### config.mk
export PLATFORM = sky130hd
export DESIGN_NAME = uart_top
export DESIGN_NICKNAME = d
export VERILOG_FILES = /design/src/hdl/uart_pkg.sv /design/src/hdl/uart_bit_timer.sv /design/src/hdl/uart_rx_ctrl.sv /design/src/hdl/uart_rx_shift.sv /design/src/hdl/uart_tx.sv /design/src/hdl/uart_top.sv
export SDC_FILE = /design/constraint.sdc
export NUM_CORES = 1
export LEC_CHECK = 0
export BUFFER_PORTS_ARGS = -buffer_cell sky130_fd_sc_hd__buf_2
export CAP_MARGIN = 40
export CORE_ASPECT_RATIO = 0.6
export CORE_UTILIZATION = 48
export DETAILED_ROUTE_END_ITERATION = 10
export PLACE_DENSITY = 0.79
export SLEW_MARGIN = 20
export SYNTH_ARGS = -nofsm -noshare
export SYNTH_HDL_FRONTEND = slang
export SYNTH_HIERARCHICAL = 1
export SYNTH_SLANG_ARGS = --single-unit
### constraint.sdc
create_clock -name clk -period 2.1 [get_ports clk]
set_input_delay 0.42 -clock clk [delete_from_list [all_inputs] [get_ports clk]]
set_output_delay 0.42 -clock clk [all_outputs]
set_load 0.05 [all_outputs]
### src/hdl/uart_pkg.sv
// shared types for the uart; data_t is sized for 8 data bits, unused upper bits stay zero
package uart_pkg;

    typedef logic [7:0] data_t;       // one serial word, lsb sent first
    typedef logic [3:0] bit_count_t;  // bit index inside a frame

    localparam logic MARK  = 1'b1;    // idle and stop level
    localparam logic SPACE = 1'b0;    // start bit level

    typedef enum logic [1:0] {
        RX_IDLE,
        RX_START,
        RX_DATA,
        RX_STOP
    } rx_state_t;

    typedef enum logic [1:0] {
        TX_IDLE,
        TX_START,
        TX_DATA,
        TX_STOP
    } tx_state_t;

    // strobes from the receive fsm to the shift register
    typedef struct packed {
        logic sample;  // shift in rxd now
        logic commit;  // frame ended with a good stop bit
        logic clear;   // start of a new frame
    } rx_shift_cmd_t;

    // one-cycle receive error pulses
    typedef struct packed {
        logic frame_error;
        logic overrun;
    } rx_event_t;

endpackage

### src/hdl/uart_bit_timer.sv
// bit period timer; CLKS_PER_BIT must be at least 4, ticks keep running until the next restart
module uart_bit_timer #(
    parameter int unsigned CLKS_PER_BIT = 8
)(
    input  logic clk,
    input  logic resetn,
    input  logic restart,
    input  logic half,
    output logic tick
);

    localparam int unsigned CW = $clog2(CLKS_PER_BIT);

    localparam logic [CW-1:0] FULL_LOAD = CW'(CLKS_PER_BIT - 1);
    localparam logic [CW-1:0] HALF_LOAD = CW'(CLKS_PER_BIT / 2 - 1);

    logic [CW-1:0] count;

    // a load of n-1 reaches zero n cycles after the restart cycle
    always_ff @(posedge clk) begin
        if (!resetn) begin
            count <= FULL_LOAD;
        end else if (restart) begin
            count <= half ? HALF_LOAD : FULL_LOAD;
        end else if (count == '0) begin
            count <= FULL_LOAD;  // free-run at the full period
        end else begin
            count <= count - 1'b1;
        end
    end

    assign tick = (count == '0);

endmodule

### src/hdl/uart_rx_ctrl.sv
// receive fsm; rxd must already be synchronous to clk, only the first stop bit is checked
module uart_rx_ctrl
    import uart_pkg::*;
#(
    parameter int unsigned CLKS_PER_BIT = 8,
    parameter int unsigned DATA_BITS    = 8
)(
    input  logic          clk,
    input  logic          resetn,
    input  logic          rxd,
    output rx_shift_cmd_t cmd,
    output logic          frame_error
);

    localparam bit_count_t LAST_BIT = bit_count_t'(DATA_BITS - 1);

    rx_state_t  state;
    bit_count_t bit_cnt;
    logic       tick;
    logic       start_seen;
    logic       stop_tick;

    assign start_seen = (state == RX_IDLE) && (rxd == SPACE);
    assign stop_tick  = (state == RX_STOP) && tick;

    // first sample lands mid start bit, then one full period per bit
    uart_bit_timer #(
        .CLKS_PER_BIT(CLKS_PER_BIT)
    ) u_timer (
        .clk    (clk),
        .resetn (resetn),
        .restart(start_seen),
        .half   (state == RX_IDLE),
        .tick   (tick)
    );

    assign cmd.clear  = start_seen;
    assign cmd.sample = (state == RX_DATA) && tick;
    assign cmd.commit = stop_tick && (rxd == MARK);

    always_ff @(posedge clk) begin
        if (!resetn) begin
            state       <= RX_IDLE;
            bit_cnt     <= '0;
            frame_error <= 1'b0;
        end else begin
            frame_error <= stop_tick && (rxd == SPACE);
            unique case (state)
                RX_IDLE: begin
                    if (start_seen)
                        state <= RX_START;
                end
                RX_START: begin
                    bit_cnt <= '0;
                    if (tick)
                        state <= (rxd == MARK) ? RX_IDLE : RX_DATA;  // mark here is a glitch
                end
                RX_DATA: begin
                    if (tick) begin
                        bit_cnt <= bit_cnt + 1'b1;
                        if (bit_cnt == LAST_BIT)
                            state <= RX_STOP;
                    end
                end
                RX_STOP: begin
                    if (tick)
                        state <= RX_IDLE;  // ready for the next start bit right away
                end
                default: begin
                    state <= RX_IDLE;
                end
            endcase
        end
    end

endmodule

### src/hdl/uart_rx_shift.sv
// receive shift and holding register; a word completing while one is still held is dropped
module uart_rx_shift
    import uart_pkg::*;
#(
    parameter int unsigned DATA_BITS = 8
)(
    input  logic          clk,
    input  logic          resetn,
    input  logic          rxd,
    input  rx_shift_cmd_t cmd,
    input  logic          rx_ready,
    output data_t         rx_data,
    output logic          rx_valid,
    output logic          overrun
);

    logic [DATA_BITS-1:0] shreg;
    logic                 held;

    // bits enter at the top so the first one ends up in bit 0
    always_ff @(posedge clk) begin
        if (cmd.clear)
            shreg <= '0;
        else if (cmd.sample)
            shreg <= {rxd, shreg[DATA_BITS-1:1]};
    end

    // word is still owed to the sink after this cycle
    assign held = rx_valid && !rx_ready;

    always_ff @(posedge clk) begin
        if (cmd.commit && !held)
            rx_data <= data_t'(shreg);  // upper bits zero when DATA_BITS < 8
    end

    always_ff @(posedge clk) begin
        if (!resetn) begin
            rx_valid <= 1'b0;
            overrun  <= 1'b0;
        end else begin
            overrun <= cmd.commit && held;
            if (cmd.commit && !held)
                rx_valid <= 1'b1;
            else if (rx_valid && rx_ready)
                rx_valid <= 1'b0;
        end
    end

endmodule

### src/hdl/uart_tx.sv
// transmit serializer; no parity, STOP_BITS of 1 or 2, one idle cycle between back-to-back frames
module uart_tx
    import uart_pkg::*;
#(
    parameter int unsigned CLKS_PER_BIT = 8,
    parameter int unsigned DATA_BITS    = 8,
    parameter int unsigned STOP_BITS    = 1
)(
    input  logic  clk,
    input  logic  resetn,
    input  data_t tx_data,
    input  logic  tx_valid,
    output logic  tx_ready,
    output logic  txd
);

    localparam bit_count_t LAST_DATA = bit_count_t'(DATA_BITS - 1);
    localparam bit_count_t LAST_STOP = bit_count_t'(STOP_BITS - 1);

    tx_state_t  state;
    bit_count_t bit_cnt;
    data_t      shreg;
    logic       tick;
    logic       accept;

    assign tx_ready = (state == TX_IDLE);
    assign accept   = tx_valid && tx_ready;

    uart_bit_timer #(
        .CLKS_PER_BIT(CLKS_PER_BIT)
    ) u_timer (
        .clk    (clk),
        .resetn (resetn),
        .restart(accept),
        .half   (1'b0),
        .tick   (tick)
    );

    always_ff @(posedge clk) begin
        if (!resetn) begin
            state   <= TX_IDLE;
            bit_cnt <= '0;
            txd     <= MARK;
        end else begin
            unique case (state)
                TX_IDLE: begin
                    if (accept) begin
                        state <= TX_START;
                        txd   <= SPACE;
                    end
                end
                TX_START: begin
                    bit_cnt <= '0;
                    if (tick) begin
                        state <= TX_DATA;
                        txd   <= shreg[0];
                    end
                end
                TX_DATA: begin
                    if (tick) begin
                        if (bit_cnt == LAST_DATA) begin
                            state   <= TX_STOP;
                            bit_cnt <= '0;
                            txd     <= MARK;
                        end else begin
                            bit_cnt <= bit_cnt + 1'b1;
                            txd     <= shreg[0];
                        end
                    end
                end
                TX_STOP: begin
                    if (tick) begin
                        bit_cnt <= bit_cnt + 1'b1;
                        if (bit_cnt == LAST_STOP)
                            state <= TX_IDLE;
                    end
                end
                default: begin
                    state <= TX_IDLE;
                    txd   <= MARK;
                end
            endcase
        end
    end

    // word is latched on transfer and shifted right as each bit goes out
    always_ff @(posedge clk) begin
        if (accept)
            shreg <= tx_data;
        else if (tick && (state == TX_START || state == TX_DATA))
            shreg <= {1'b0, shreg[7:1]};
    end

endmodule

### src/hdl/uart_top.sv
// uart top level; rxd must be synchronous to clk, no parity, break or flow control
module uart_top
    import uart_pkg::*;
#(
    parameter int unsigned CLKS_PER_BIT = 8,  // at least 4
    parameter int unsigned DATA_BITS    = 8,  // 5 to 8
    parameter int unsigned STOP_BITS    = 1   // 1 or 2, transmit side only
)(
    input  logic      clk,
    input  logic      resetn,
    input  logic      rxd,
    output logic      txd,
    output data_t     rx_data,
    output logic      rx_valid,
    input  logic      rx_ready,
    input  data_t     tx_data,
    input  logic      tx_valid,
    output logic      tx_ready,
    output rx_event_t rx_event
);

    rx_shift_cmd_t rx_cmd;
    logic          frame_error;
    logic          overrun;

    uart_rx_ctrl #(
        .CLKS_PER_BIT(CLKS_PER_BIT),
        .DATA_BITS   (DATA_BITS)
    ) u_rx_ctrl (
        .clk        (clk),
        .resetn     (resetn),
        .rxd        (rxd),
        .cmd        (rx_cmd),
        .frame_error(frame_error)
    );

    uart_rx_shift #(
        .DATA_BITS(DATA_BITS)
    ) u_rx_shift (
        .clk     (clk),
        .resetn  (resetn),
        .rxd     (rxd),
        .cmd     (rx_cmd),
        .rx_ready(rx_ready),
        .rx_data (rx_data),
        .rx_valid(rx_valid),
        .overrun (overrun)
    );

    uart_tx #(
        .CLKS_PER_BIT(CLKS_PER_BIT),
        .DATA_BITS   (DATA_BITS),
        .STOP_BITS   (STOP_BITS)
    ) u_tx (
        .clk     (clk),
        .resetn  (resetn),
        .tx_data (tx_data),
        .tx_valid(tx_valid),
        .tx_ready(tx_ready),
        .txd     (txd)
    );

    assign rx_event = '{frame_error: frame_error, overrun: overrun};

endmodule

Yosys cells after proc, flatten, opt, wreduce, memory -nomap -nowiden
Cells that the tools add are included.
Cells by class
  add/subtract/negate cells: 4
  eq/ne operators: 19
  mux-type cells: 32
  bitwise gates (word level): 2
  reduce and logical (&&, ||, !) cells: 30
Operators by type and width (count)
  2-to-1 mux 2 bit: 12
  inequality test 2 x 1 -> 1 bit (second input constant): 9
  2-to-1 mux 4 bit: 4
  2-to-1 mux 8 bit: 2
  one-hot mux 2 bit (4 select lines): 2
  one-hot mux 4 bit (3 select lines): 1
  logical AND 1 bit: 11
  2-to-1 mux 3 bit: 3
  adder 4 x 1 -> 4 bit (second input constant): 2
  equality test 2 bit (second input constant): 4
  equality test 4 x 3 -> 1 bit (second input constant): 2
  one-hot mux 4 bit (2 select lines): 1
  zero test 3 bit: 2
  2-to-1 mux 1 bit: 6
  AND reduction 6 bit: 1
  nonzero test 2 bit: 3
  nonzero test 3 bit: 2
  subtractor 3 x 1 -> 3 bit (second input constant): 2
  AND reduction 5 bit: 1
  equality test 2 x 1 -> 1 bit (second input constant): 2
  zero test 2 bit: 2
  zero test 4 bit: 1
  inequality test 2 bit (second input constant): 2
  AND reduction 4 bit: 1
  7 further kinds: 9
Storage, ports and cells
  register bits after elaboration: 46
  input port bits: 13
  logic and storage cells: 100

Depth between registers and ports, before layout
Gate-level depths: netlist of run 1.
  word-level depth: 5
  depth in mapped cells: 9

By module
The synthesis of run 1 kept the hierarchy.
Modules (own cells, without submodules)
  uart_tx: instances 1, cells each 84, area an instance 874.6 um2, sequential area each 380.4 um2
  uart_rx_shift: instances 1, cells each 40, area an instance 591.8 um2, sequential area each 440.4 um2
  uart_rx_ctrl: instances 1, cells each 50, area an instance 397.9 um2, sequential area each 140.1 um2
  uart_bit_timer: instances 2, cells each 13, area an instance 126.4 um2, sequential area each 60.1 um2
  uart_top: instances 1, cells each 2, area an instance 15.0 um2, sequential area each 0.0 um2

Worst setup path before layout of run 1
Ideal clock, no wire load.
  path type: register to register
  from: reg u_rx_ctrl.u_timer.count[0]
  to: reg u_rx_shift.rx_data[0] (enable)
  setup time: 0.373 ns
  arrival: 1.546 ns
  required time: 1.727 ns
  path slack: 0.181 ns
  cell stages (with the launch flop): 8
  period minus slack after synthesis: 1.919 ns
  cell sequence: dfxtp_1 inv_1 ha_1 ha_1 clkbuf_1 nand3_1 nor2_1 nor2b_1
RTL lines
  start: declaration: line uart_bit_timer.sv:17  | logic [CW-1:0] count;
  start signal: assignment: line uart_bit_timer.sv:24  | count <= half ? HALF_LOAD : FULL_LOAD;
  start signal: assignment: line uart_bit_timer.sv:28  | count <= count - 1'b1;
  end signal: assignment: line uart_rx_shift.sv:33  | rx_data <= data_t'(shreg);
  end: declaration: line uart_rx_shift.sv:12  | output data_t rx_data,

==> flow_summary_export.csv, run 1 <==
group,metric,value,unit
power_and_ir_drop,p_leak,1.03,nW
synth,synth_fa_ha_area_frac,0.0763,
cts,cts_tree,"built",
setup_path,critPathTopFamily,"simple AND/OR/NAND/NOR gates",
synth,seq_area_frac_synth,0.507,
synth,synthXorXnorAreaFrac,0,
cts,cts_buffer_depth,2,
placed_design,dp_hpwl,2560,microns
routing,met2_length,1420,microns
floorplan,die_h,53.6,microns
setup_path,end_kind,"register",
floorplan,die_area,0.00472,sq mm
setup_path,cp_max_fo,10,
routing,top_layer,"met4",
cells_and_area,syn2layout_area_growth,12.7,%
cells_and_area,diodes,0,
routing,wl_met1,1910,microns
synth,syn_inst,202,
routing,wire_per_inst,12.3,microns
synth,syn_nets,228,
setup_path,critPathKind,"register to register",
global_route,grt.overflow.total,0,
timing,hold_ws,0.364,ns
cts,htreeDepth,2,
timing,min_period_over_period,0.851,
power_and_ir_drop,power.share.clock,0.271,
power_and_ir_drop,power.density,989,mW/mm^2
cts,cts_buffers,5,
setup_path,worstPathArrival,1.80,ns
floorplan,fp.dieW,88.0,microns
routing,dr_wl_met3,209,microns
timing,fin_crit,1.79,ns
synth,synth_compound_area_frac,0.0704,
synth,ys_ff_latch,46,
power_and_ir_drop,total_power,0.00238,W
power_and_ir_drop,p_int,0.00165,W
cts,clk_pin_slew,0.08,ns
routing,drc,0,
power_and_ir_drop,power_frac_seq,0.469,
cts,hold_buffers,0,
routing,wirelength,3550,microns
synth,synth_top_family_by_area,"simple AND/OR/NAND/NOR gates",
timing,grt_setup_unrepaired,"false",
global_route,grt_pass1_wl,5710,microns
cts,cts-root-buf,"clkbuf_8",
min_path,hold_path_class,"input pin to register",
cells_and_area,drive_gt1_frac,0.197,
cts,ctsResizeCount,0,
routing,ant_nets,0,
synth,synth_flop_cell,"dfxtp_1",
placed_design,placed_cell_area,0.00229,sq mm
power_and_ir_drop,vdd_ir_drop_max,0.332,mV
floorplan,fp-row-count,18,
cts,cts_setup_buffers,0,
synth,async_reset_ff_frac,0,
flow_run,maxCapViolCount,0,
timing,finalMaxSlewViolations,0,
placed_design,routabilityCongestion,0.864,
floorplan,core-area,0.00419,sq mm
setup_path,crit_path_start_kind,"register",
synth,synth_edf_count,16,
timing,max_clock_freq,559,MHz
cells_and_area,layout_commonest_cell,"dfxtp_1",
global_route,grt_util_all_layers,0.163,
synth,synth-simple-area-share,0.180,
outcome,status,"completed",
cells_and_area,num-fill-cells,372,
setup_path,path_buf_inv,2,
cts,clock_sinks,46,
floorplan,initial_core_util,0.509,
synth,synth_area,0.00213,sq mm
cts,worstSkewPairLatency,0.29,ns
timing,tns,0,ns
global_route,first_global_vias,1291,
power_and_ir_drop,p_switching,0.000721,W
synth,synth.distinct_cells,40,
cells_and_area,mostFrequentLayoutCells,"dfxtp_1 (30), buf_2 (25), nand2_1 (19)",
timing,hold_viol_final,0,
setup_path,crit_top_cell,"ha_1",
synth,yosys-mux-area-fraction,0.109,
synth,ys_warn_count,6,
timing,final-setup-viol-count,0,
cells_and_area,nNetsFinal,253,
cells_and_area,design_area,0.00240,sq mm
setup_path,cp_cell_sequence,"inv_1 -> ha_1 -> ha_1 -> nand3_1 -> nor2_1 -> nor2b_1 -> buf_4",
power_and_ir_drop,p_comb_frac,0.260,
placed_design,portBuffers,25,
global_route,antenna_found_initial,0,
power_and_ir_drop,p_sw_frac,0.304,
global_route,grt_max_degree,27,
routing,vias_per_cell,5.03,
routing,via_count,1449,
routing,dr.pass1.iters,4,
synth,avgSynthCellArea,10.6,sq um
cells_and_area,final_core_util,0.573,
setup_path,cp_slowest_cell,"ha_1",
setup_path,cp_data_required_time,2.11,ns
routing,drt_iter0_drc,59,
floorplan,io_pins,26,
timing,finClkSkew,0.00363,ns
setup_path,worst_path_largest_cell_delay,0.33,ns
[synthesized netlist by cell type, drive strengths merged, types with 4 or more instances]
| cell | number | area (sq um) |
|---|---|---|
| dfxtp | 30 | 601 |
| buf | 8 | 55.1 |
| nand2 | 19 | 71.3 |
| nand3 | 6 | 30.0 |
| ha | 13 | 163 |
| o21ai | 6 | 30.0 |
| nor2b | 6 | 37.5 |
| inv | 15 | 56.3 |
| a21oi | 5 | 25.0 |
| nor3 | 4 | 20.0 |
| nor2 | 17 | 63.8 |
| nand2b | 4 | 25.0 |
| mux2 | 10 | 113 |
| mux2i | 12 | 120 |
| edfxtp | 16 | 480 |
[cells by family (layout without fill, tap and decap cells)]
| group | count (synthesis) | count (layout) |
|---|---|---|
| flip-flops | 46 | 46 |
| multiplexers | 22 | 22 |
| AND/OR/NAND/NOR | 72 | 72 |
| AO/OA/AOI/OAI | 23 | 23 |
| other | 1 | 1 |
| adder cells (fa/ha/maj) | 13 | 13 |
| buffers and inverters | 25 | 51 |
[worst paths after layout]
path / from / endpoint / slack, ns / cells past startpoint
setup / recovery: u_rx_ctrl/u_timer/count[0]$_SDFF_PP1_ / u_rx_shift/rx_data[6]$_DFFE_PP_ / 0.31 / 7
hold / removal: rxd / u_rx_ctrl/frame_error$_SDFF_PN0_ / 0.36 / 2
hold reg to reg: u_tx/u_timer/count[0]$_SDFF_PP1_ / u_tx/u_timer/count[0]$_SDFF_PP1_ / 0.39 / 1
setup reg to reg: u_rx_ctrl/u_timer/count[0]$_SDFF_PP1_ / u_rx_shift/rx_data[6]$_DFFE_PP_ / 0.31 / 7
[registers in the layout, indices dropped and copies added (netlist names), 2 cells and up, named ones only]
register,count
u_tx/shreg,8
u_rx_shift/shreg,8
u_rx_ctrl/bit_cnt,4
u_tx/state,2
u_tx/bit_cnt,4
u_rx_ctrl/u_timer/count,3
u_tx/u_timer/count,3
u_rx_shift/rx_data,8
[power by group through the flow]
stage	Sequential, W	Combinational [W]	Clock [W]
global route	0.00113	0.000690	0.000690
global placement	0.00113	0.000596	0
CTS	0.00111	0.000622	0.000669
detailed placement	0.00113	0.000620	0
floorplan	0.00114	0.000472	0
finish	0.00111	0.000618	0.000643
[stage by stage]
step | setup slack [ns] | instances
floorplan | 0.181 | 202
global placement | 0.410 | 280
detailed placement | 0.334 | 280
CTS | 0.314 | 288
global route | 0.189 | 288
finish | 0.313 | 288
[final cells by class]
type	instances	area, sq um	share of cell area
sequential	46	1080	0.450
multi-input combinational	131	932	0.388
timing repair buffer	28	148	0.0615
tap	60	75.1	0.0313
clock buffer	6	72.6	0.0302
inverter	15	56.3	0.0234
clock inverter	2	37.5	0.0156
[metal layers]
layer / GRT usage / up-vias
li1: - / 751
met1: 0.233 / 651
met2: 0.227 / 45
met3: 0.0491 / 2
met4: 0.0699 / 0
met5: 0 / -
No activity file was read; power rests on OpenSTA's default activity.
==> run 2: changes to the inputs <==
CAP_MARGIN = default   (was 40)
PLACE_DENSITY = 0.68   (was 0.79)
==> run 2 against run 1 <==
- worst setup slack lost 0.019 ns
- critical endpoint is now tx_ready
- sequential share of layout area hardly changed
- cell count grew 0.69%
- maximum frequency is 1.0% lower
- largest power group unchanged
==> flow_summary_export.csv, run 2 (synthesis results as in run 1) <==
group,metric,value,unit
setup_path,cp-startpoint,"u_tx/state[0]$_SDFFE_PN0P_",
power_and_ir_drop,p_leak,1.03,nW
routing,ant_nets,0,
timing,tns,0,ns
setup_path,end_kind,"output port",
floorplan,fp.dieW,88.0,microns
setup_path,cp_slowest_cell,"dfxtp_1",
floorplan,die_area,0.00472,sq mm
cts,cts_tree,"built",
timing,finClkSkew,0.00933,ns
flow_run,maxCapViolCount,0,
cts,ctsResizeCount,0,
setup_path,worst_path_largest_cell_delay,0.48,ns
cells_and_area,num-fill-cells,381,
global_route,grt_pass1_wl,5820,microns
global_route,antenna_found_initial,0,
power_and_ir_drop,vdd_ir_drop_max,0.429,mV
timing,final-setup-viol-count,0,
timing,slew_headroom,0.502,
global_route,grt_util_all_layers,0.166,
cells_and_area,drive_gt1_frac,0.213,
global_route,first_global_vias,1268,
cells_and_area,largestRegisters,"u_rx_shift/rx_data (8), u_rx_shift/shreg (8), u_tx/shreg (8)",
outcome,status,"completed",
placed_design,dp_hpwl,2590,microns
setup_path,cp_cell_sequence,"inv_1 -> ha_1 -> buf_2",
global_route,grt.overflow.total,0,
min_path,hold_path_class,"input pin to register",
cts,clock_sinks,46,
floorplan,initial_core_util,0.509,
routing,drt_iter0_drc,30,
cts,cts_buffers,5,
cells_and_area,design_area,0.00240,sq mm
cells_and_area,diodes,0,
setup_path,path_buf_inv,2,
power_and_ir_drop,p_int,0.00154,W
cts,worstSkewPairLatency,0.29,ns
timing,finalMaxSlewViolations,0,
floorplan,fp-row-count,18,
timing,min_period_over_period,0.860,
placed_design,routabilityCongestion,0.706,
routing,via_count,1438,
floorplan,core-area,0.00419,sq mm
routing,wire_per_inst,12.3,microns
setup_path,critPathTopFamily,"flip-flops",
routing,dr.pass1.iters,4,
timing,hold_viol_final,0,
cts,hold_buffers,0,
cells_and_area,syn2layout_area_growth,12.8,%
cells_and_area,final_core_util,0.574,
setup_path,r2r-start,"u_tx/state[0]$_SDFFE_PN0P_",
setup_path,rrSetupSlack,0.30,ns
routing,vias_per_cell,4.96,
power_and_ir_drop,power.density,946,mW/mm^2
timing,grt_setup_unrepaired,"false",
cells_and_area,nNetsFinal,255,
floorplan,die_h,53.6,microns
setup_path,crit_path_start_kind,"register",
timing,worstMarginPinSlew,0.742,ns
floorplan,io_pins,26,
setup_path,worstPathArrival,1.39,ns
power_and_ir_drop,power_frac_seq,0.487,
cts,cts-root-buf,"clkbuf_8",
setup_path,cp_data_required_time,1.68,ns
min_path,hold_start,"rxd",
setup_path,cp_max_fo,7,
cts,clk_pin_slew,0.09,ns
power_and_ir_drop,power.share.clock,0.237,
cells_and_area,regArea,0.00108,sq mm
placed_design,placed_cell_area,0.00231,sq mm
cts,htreeDepth,2,
timing,fin_crit,1.81,ns
cells_and_area,multiInputGateArea,937,sq um
power_and_ir_drop,p_switching,0.000738,W
cells_and_area,layout_commonest_cell,"dfxtp_1",
power_and_ir_drop,p_sw_frac,0.324,
placed_design,portBuffers,25,
cts,cts_setup_buffers,0,
cells_and_area,mostFrequentLayoutCells,"dfxtp_1 (30), buf_2 (25), nand2_1 (19)",
global_route,grt_max_degree,22,
timing,max_clock_freq,554,MHz
routing,drc,0,
setup_path,critPathKind,"register to output port",
cts,cts_buffer_depth,2,
power_and_ir_drop,p_comb_frac,0.276,
routing,wirelength,3570,microns
## run 2: layout make-up
type	count	area share
multi-input cells	131	0.390
clock inverters	3	0.00989
clock buffers	5	0.0286
flip-flops and latches	46	0.450
repair buffers	30	0.0676
well taps	60	0.0312
inverters	15	0.0234
## run 2: metrics by stage
stage	hold WS (ns)	power [W]	cells	worst slack (ns)
2_1_floorplan	0.358	0.00162	202	0.181
3_3_place_gp	0.365	0.00174	282	0.252
3_5_place_dp	0.371	0.00175	282	0.138
4_1_cts	0.338	0.00229	290	0.286
5_1_grt	0.382	0.00240	290	0.101
6_report	0.365	0.00227	290	0.294
## run 2: final timing paths
| check | end | depth (start not counted) |
|---|---|---|
| setup / recovery | tx_ready | 3 |
| hold / removal | u_rx_ctrl/frame_error$_SDFF_PN0_ | 2 |
| setup reg to reg | u_tx/shreg[0]$_DFFE_PP_ | 4 |
| hold reg to reg | u_tx/u_timer/count[0]$_SDFF_PP1_ | 1 |
## run 2: power groups by stage
stage	Sequential, W	Combinational [W]	Clock [W]
after floorplan	0.00114	0.000472	0
after global placement	0.00113	0.000612	0
after detailed placement	0.00113	0.000623	0
after CTS	0.00111	0.000625	0.000559
after global routing	0.00112	0.000694	0.000588
final	0.00111	0.000628	0.000539
## run 2: per-layer routing
metal / routed length, microns / vias up / track usage
met3: 143 / 5 / 0.0460
met2: 1320 / 28 / 0.229
met1: 2080 / 647 / 0.249
met4: 34 / 0 / 0.0565
met5: 0 / - / 0
li1: - / 758 / -
